`src/hw/ssm_cfg.svh`:
```
/*
 * build-time sizes for the SSM step pipeline
 * data width, fraction bits, state length, head and channel counts
 */

`ifndef SSM_CFG_SVH
`define SSM_CFG_SVH

// ==========================================================================
// number format
// ==========================================================================

// signed Q4.12 word
`define SSM_DW      16

// products are shifted right by this many bits
`define SSM_FRAC    12

// ==========================================================================
// problem shape
// ==========================================================================

// state vector length, the N of the scan
`define SSM_N       4

// per-head dt, dA and D entries in the parameter table
`define SSM_HEADS   4

// channels per head, only sizes the channel tag
`define SSM_CHANS   8

`endif

```
`src/hw/ssm_pkg.sv`:
```
/*
 * shared types for the SSM step pipeline
 * fixed-point word, state vector, config bundle, per-stage payloads
 */

`include "ssm_cfg.svh"

package ssm_pkg;

    typedef logic signed [`SSM_DW-1:0] fix_t;
    typedef fix_t [`SSM_N-1:0] state_vec_t;
    typedef logic [$clog2(`SSM_HEADS)-1:0] head_t;
    typedef logic [$clog2(`SSM_CHANS)-1:0] chan_t;

    // config index must address both a head and a state element
    localparam int CFG_IDX_W = ($clog2(`SSM_HEADS) > $clog2(`SSM_N)) ?
                               $clog2(`SSM_HEADS) : $clog2(`SSM_N);

    // ======================================================================
    // config port
    // ======================================================================

    typedef enum logic [1:0] {
        CFG_HEAD = 2'd0,
        CFG_B    = 2'd1,
        CFG_C    = 2'd2
    } cfg_op_t;

    // CFG_HEAD: val0 = dt, val1 = dA, val2 = D; B and C use val0 only
    typedef struct packed {
        cfg_op_t               op;
        logic [CFG_IDX_W-1:0]  idx;
        fix_t                  val0;
        fix_t                  val1;
        fix_t                  val2;
    } cfg_wr_t;

    // ======================================================================
    // stage payloads, in pipeline order
    // ======================================================================

    typedef struct packed {
        head_t      head;
        chan_t      chan;
        fix_t       x;
        state_vec_t h_prev;
    } ssm_in_t;

    typedef struct packed {
        ssm_in_t    item;
        fix_t       dt;
        fix_t       da;
        fix_t       d;
        state_vec_t b;
        state_vec_t c;
    } ssm_fetched_t;

    typedef struct packed {
        head_t      head;
        chan_t      chan;
        fix_t       x;
        fix_t       d;
        fix_t       da;
        state_vec_t h_prev;
        state_vec_t c;
        state_vec_t dbx;
    } ssm_dbx_t;

    typedef struct packed {
        head_t      head;
        chan_t      chan;
        fix_t       x;
        fix_t       d;
        state_vec_t c;
        state_vec_t h_next;
    } ssm_upd_t;

    typedef struct packed {
        head_t      head;
        chan_t      chan;
        fix_t       x;
        fix_t       d;
        fix_t       y_tmp;
        state_vec_t h_next;
    } ssm_red_t;

    typedef struct packed {
        head_t      head;
        chan_t      chan;
        fix_t       y;
        state_vec_t h_next;
    } ssm_out_t;

    // full-width product, arithmetic shift by the fraction, keep the low word
    function automatic fix_t fix_mul(input fix_t a, input fix_t b);
        logic signed [2*`SSM_DW-1:0] prod;
        logic signed [2*`SSM_DW-1:0] shifted;
        prod    = a * b;
        shifted = prod >>> `SSM_FRAC;
        return shifted[`SSM_DW-1:0];
    endfunction

endpackage

```
`src/hw/ssm_dbx_stage.sv`:
```
/*
 * input projection stage: dtx = dt*x, then dbx[n] = dtx*B[n]
 */

`timescale 1ns/1ps
`include "ssm_cfg.svh"

module ssm_dbx_stage import ssm_pkg::*; (
    input  logic         clk,
    input  logic         rst,
    input  logic         in_valid,
    output logic         in_ready,
    input  ssm_fetched_t in_data,
    output logic         out_valid,
    input  logic         out_ready,
    output ssm_dbx_t     out_data
);

    fix_t       dtx;
    state_vec_t dbx;
    ssm_dbx_t   next_data;

    // ======================================================================
    // datapath
    // ======================================================================

    // two multiplies back to back, the longest path in the pipe
    always_comb begin
        dtx = fix_mul(in_data.dt, in_data.item.x);
        for (int n = 0; n < `SSM_N; n++) begin
            dbx[n] = fix_mul(dtx, in_data.b[n]);
        end
    end

    // forward only what the later stages read
    always_comb begin
        next_data.head   = in_data.item.head;
        next_data.chan   = in_data.item.chan;
        next_data.x      = in_data.item.x;
        next_data.d      = in_data.d;
        next_data.da     = in_data.da;
        next_data.h_prev = in_data.item.h_prev;
        next_data.c      = in_data.c;
        next_data.dbx    = dbx;
    end

    // ======================================================================
    // output register
    // ======================================================================

    assign in_ready = !out_valid || out_ready;

    always_ff @(posedge clk or posedge rst) begin
        if (rst) begin
            out_valid <= 1'b0;
        end else if (in_ready) begin
            out_valid <= in_valid;
        end
    end

    always_ff @(posedge clk) begin
        if (in_valid && in_ready) begin
            out_data <= next_data;
        end
    end

endmodule

```
`config.mk`:
```
export PLATFORM = sky130hd
export DESIGN_NAME = ssm_dbx_stage
export DESIGN_NICKNAME = d
export VERILOG_FILES = /design/src/hw/ssm_pkg.sv /design/src/hw/ssm_dbx_stage.sv
export VERILOG_INCLUDE_DIRS = /design/src /design/src/hw
export SDC_FILE = /design/constraint.sdc
export NUM_CORES = 2
export LEC_CHECK = 0
export BUFFER_PORTS_ARGS = -buffer_cell sky130_fd_sc_hd__buf_2
export CORE_MARGIN = 2
export CORE_UTILIZATION = 57
export CTS_CLUSTER_DIAMETER = 80
export DETAILED_ROUTE_END_ITERATION = 10
export HOLD_SLACK_MARGIN = 0.15
export PLACE_DENSITY = 0.81
export SLEW_MARGIN = 20
export SYNTH_ARGS = -nofsm -noshare
export SYNTH_HDL_FRONTEND = slang
export SYNTH_SLANG_ARGS = --single-unit
export TNS_END_PERCENT = 5
```
`constraint.sdc`:
```
create_clock -name clk -period 6.6 [get_ports clk]
set_input_delay 1.32 -clock clk [delete_from_list [all_inputs] [get_ports clk]]
set_output_delay 1.32 -clock clk [all_outputs]
set_load 0.005 [all_outputs]
```
; ---- Word level (Yosys, flattened, before mapping)
; Index checks and enable logic that the tools add are counted.
[totals]
out_inout_bits = 247
register_bits = 246
inputBits = 265
wordCells = 26
[op_classes]
multipliers = 5
reduce_logical = 3
[op_table]
columns = operator, n
row1 = multiplier 16 x 16 -> 28 bit, 5
row2 = logical AND 1 bit, 1
row3 = zero test 1 bit, 1
row4 = logical OR 1 bit, 1

; ---- Logic depth before layout (Yosys ltp)
[depth]
ltp_word = 3
mapped_depth = 47
ltp_nobuf = 45

; ---- Least setup slack after synthesis
; No wires, ideal clock.
[synth_path]
kind = in2reg
startpoint = in in_data[241] (netlist name)
endpoint = reg out_data[63] (netlist name), data pin
slack_ps = -6142
path_buffers = 2
cell_stages = 45
t_arrival_ps = 12480
required_ps = 6338
path_cell_list = clkbuf_1 -> nand2_1 -> fa_1 -> fa_1 -> fa_1 -> inv_1 -> fa_1 -> fa_1 -> inv_1 -> fa_1 -> inv_1 -> ha_1 -> nand3_1 -> o2111ai_1 -> a211oi_2 -> o21ai_0 -> a21oi_1 -> o21bai_1 -> [... 9 more ...] -> inv_1 -> fa_1 -> inv_1 -> fa_1 -> inv_1 -> fa_1 -> inv_1 -> ha_1 -> a211oi_1 -> nand2_1 -> a2111oi_0 -> o21ai_0 -> o41ai_2 -> o21ai_1 -> nand2_1 -> a311o_1 -> o21ai_0 -> xor2_1
[synth_rtl]
columns = item, line
row1 = from (decl), ssm_dbx_stage.sv:13  ; input ssm_fetched_t in_data,
row2 = to (signal assigned), ssm_dbx_stage.sv:63  ; out_data <= next_data;
row3 = to (decl), ssm_dbx_stage.sv:16  ; output ssm_dbx_t out_data

==> impl_metrics.py <==
metrics = {
    "finish": {
        "syn_to_final_growth_pct": 22.9,
        "final_util": 0.705,
        "multiInputGateArea_um2": 38600,
        "finalNonFillerCells": 7348,
        "final_layout_size_suffix_gt1_frac": 0.243,
        "regArea_um2": 7380,
        "n_fill_cell": 6056,
        "nets": 7922,
    },
    "setup_path": {
        "cp-endpoint": "out_data[47]",
        "crit_path_frequent_cell": "fa_1",
        "startpoint_type": "input pin",
        "path_class": "input pin to register",
        "cp_slowest_cell": "fa_2",
        "cp_slowest_stage_delay_ns": 0.65,
        "reg2reg_depth": 3,
        "cp.required_ns": 6.95,
        "cp-startpoint": "in_data[243]",
        "r2r-start": "out_valid",
        "r2r_setup_slack_ns": 4.15,
        "end_kind": "register",
        "cp.arrival_ns": 12.30,
        "cp_max_fo": 7,
        "rr_endpoint": "out_data[164]",
    },
    "route": {
        "avgViaCountPerCell": 5.32,
        "routedWlPerCell_um": 19.2,
        "drtPass1Iterations": 6,
        "wl_met1_mm": 50.3,
        "ant_nets": 0,
        "totalWireLength_mm": 141,
        "route.met3.wl_mm": 13.0,
        "dr.max_layer_used": "met5",
        "drtIter0Drc": 2760,
        "drc_errors": 0,
        "wl_met2_mm": 69.2,
        "vias": 39100,
    },
    "global_routing": {
        "grt-ovfl-total": 0,
        "grt_max_degree": 137,
        "grt_pass1_wl_mm": 224,
        "antenna_found_initial": 23,
        "grt_pass1_vias": 43300,
        "grt_use_total": 0.316,
    },
    "clock_network": {
        "htreeDepth": 1,
        "clock_sinks": 246,
        "cts.path.max_buffers": 3,
        "clock-root-buffer": "clkbuf_16",
        "clkSlewWorstSetupHoldPaths_ns": 0.06,
        "clk_latency_ns": 0.62,
        "numCtsBuffers": 29,
        "cts_tree": "built",
    },
    "logic_synthesis": {
        "syn_nets": 6853,
        "synthArstFlopShare": 0.00407,
        "ys_types": 67,
        "yosysSeqAreaShare": 0.146,
        "syn_inst": 5085,
        "ys.flop_type": "edfxtp_1",
        "netlist_area_um2": 50500,
        "ys_seq_elements": 246,
        "synth-edff-count": 245,
        "yosys_warnings": 0,
        "syn_area_per_cell_um2": 9.94,
    },
    "sta": {
        "max_slew_margin": 0.324,
        "timing.fmax_ghz": 0.0837,
        "rsz0062_at_grt": "true",
        "hold_ws_ns": 0.559,
        "min_period_ns": 11.95,
        "min_period_over_period": 1.81,
        "finalHoldViolCount": 0,
        "skew_ns": 0.0283,
        "drv_slew": 0,
        "fin_setup_tns_ns": -316.10,
        "fin_ws_ns": -5.35,
        "finalSetupViolCount": 64,
        "tightest_slew_ns": 1.01,
    },
    "placement": {
        "gp_congestion": 0.923,
        "dp.cells": 7236,
        "hpwl_mm": 116,
        "io_buffers": 511,
    },
    "floorplanning": {
        "die_y_um": 302,
        "io_pins": 512,
        "fp-row-count": 109,
        "die-area_um2": 91100,
        "coreArea_um2": 88100,
        "die_w_um": 302,
        "start_util": 0.574,
    },
    "status": {
        "status": "complete, but fails checks",
        "violations": "negative setup slack",
    },
    "worst_hold_path": {
        "min-delay-start": "out_valid",
        "hold_path.class": "register to register",
    },
    "flow_run": {
        "maxCapViolations": 0,
    },
}
[sequential cells by signal (all words and copies together), names as in the netlist]
register,flops
out_data,245
out_valid,1
[placed cells by master, fill, tap and decap left out, drive strengths merged, types with 7 or more instances in the layout]
cell type / synthesis / routed
inv: 1344 / 1347
buf: 1 / 1230
fa: 1127 / 1127
nand2: 619 / 619
and2: 588 / 588
ha: 376 / 376
edfxtp: 245 / 245
xnor2: 142 / 142
nor2: 86 / 86
a21oi: 60 / 60
xor2: 42 / 42
o21ai: 39 / 39
clkbuf: 194 / 35
a21o: 27 / 27
nand2b: 20 / 20
nor3: 20 / 20
nand3: 13 / 13
nand4: 12 / 12
o21a: 12 / 12
a211oi: 11 / 11
clkinv: 0 / 11
nor2b: 10 / 10
o21bai: 8 / 8
a31o: 8 / 8
and3: 7 / 7
a22oi: 7 / 7
[area by class of cell]
class                      instances  area share
antenna                            6    0.000242
clock buffer                      32      0.0119
inverter                        1344      0.0812
clock inverter                    22     0.00457
tap                             1165      0.0235
multi-input combinational       3300       0.621
timing repair buffer            1233       0.139
sequential                       246       0.119
[routing by layer]
layer	up-vias	global-route usage
met5	-	0
met4	32	0.170
met3	600	0.0687
met2	1923	0.532
met1	19600	0.382
li1	16900	-
[cells in the mapped netlist (all sizes together) (2+ instances only)]
| library cell | n | share of area |
|---|---|---|
| inv | 1344 | 0.10 |
| nand2 | 619 | 0.046 |
| a2111oi | 2 | 0.00035 |
| o21bai | 8 | 0.0012 |
| nor4 | 6 | 0.00087 |
| or2 | 4 | 0.00050 |
| a31o | 8 | 0.0014 |
| nand4 | 12 | 0.0015 |
| xnor3 | 3 | 0.0013 |
| nor2 | 86 | 0.0064 |
| o2111ai | 2 | 0.00035 |
| nand2b | 20 | 0.0025 |
| mux2i | 4 | 0.00079 |
| o41ai | 3 | 0.00067 |
| o21ai | 39 | 0.0039 |
| clkbuf | 194 | 0.014 |
| and4 | 2 | 0.00035 |
| and3 | 7 | 0.00087 |
| or3 | 2 | 0.00025 |
| a211oi | 11 | 0.0023 |
| o31ai | 2 | 0.00030 |
| nor3 | 20 | 0.0020 |
| xor2 | 42 | 0.0073 |
| ha | 376 | 0.093 |
| a21oi | 60 | 0.0059 |
| a2bb2oi | 2 | 0.00035 |
| and2 | 588 | 0.073 |
| a22oi | 7 | 0.0010 |
| o211ai | 6 | 0.00099 |
| fa | 1127 | 0.45 |
| o21a | 12 | 0.0018 |
| o211a | 2 | 0.00040 |
| nor2b | 10 | 0.0012 |
| nor3b | 4 | 0.00069 |
| xnor2 | 142 | 0.025 |
| a31oi | 5 | 0.00074 |
| edfxtp | 245 | 0.15 |
| a21o | 27 | 0.0040 |
| nand3 | 13 | 0.0013 |
| a21boi | 2 | 0.00030 |
[metrics by stage]
stage | cell area (um2) | setup WS [ns]
2_1_floorplan | 50900 | -5.56
3_3_place_gp | 59700 | -6.25
3_5_place_dp | 59700 | -6.41
4_1_cts | 61700 | -5.16
5_1_grt | 62100 | -5.65
6_report | 62100 | -5.35
[kinds of logic (layout without fill, tap and decap cells)]
family,after synthesis,after routing,share of synthesized area
XOR/XNOR,188,188,0.0337
adder cells (fa/ha/maj),1503,1503,0.540
multiplexers,4,4,0.000792
buffers and inverters,1539,2631,0.114
AND/OR/NAND/NOR,1395,1395,0.137
other,0,6,0
AO/OA/AOI/OAI,210,210,0.0282
flip-flops,246,246,0.146
[how the worst min path moves through the flow]
stage           endpoint  slack, ns  depth (start not counted)
3_5_place_dp   out_valid       0.55                          2
3_3_place_gp   out_valid       0.55                          2
5_1_grt        out_valid       0.57                          2
4_1_cts        out_valid       0.54                          2
2_1_floorplan  out_valid       0.54                          2
6_report       out_valid       0.56                          2
[worst max-delay path: cells and delay by family]
family                     cells  cell delay (ns)
AOI/OAI and AO/OA              7             1.42
xor gates and xnor gates       8             1.58
adders and majority gates     13             6.15
buffers and inverters         10             1.28
and+or+nand+nor                3             0.52
[what timing repair did]
item,CTS,global route
setup endpoints to repair,64,64
hold buffers,0,0
gates resized for setup,157,73
cloned,1,0
endpoints found under the hold margin,0,0
pin swaps,94,55
buffers inserted,33,19
Power is left out: the tool's default activity adds up to more than one toggle a clock period on the data nets, which glitch-free logic cannot reach.
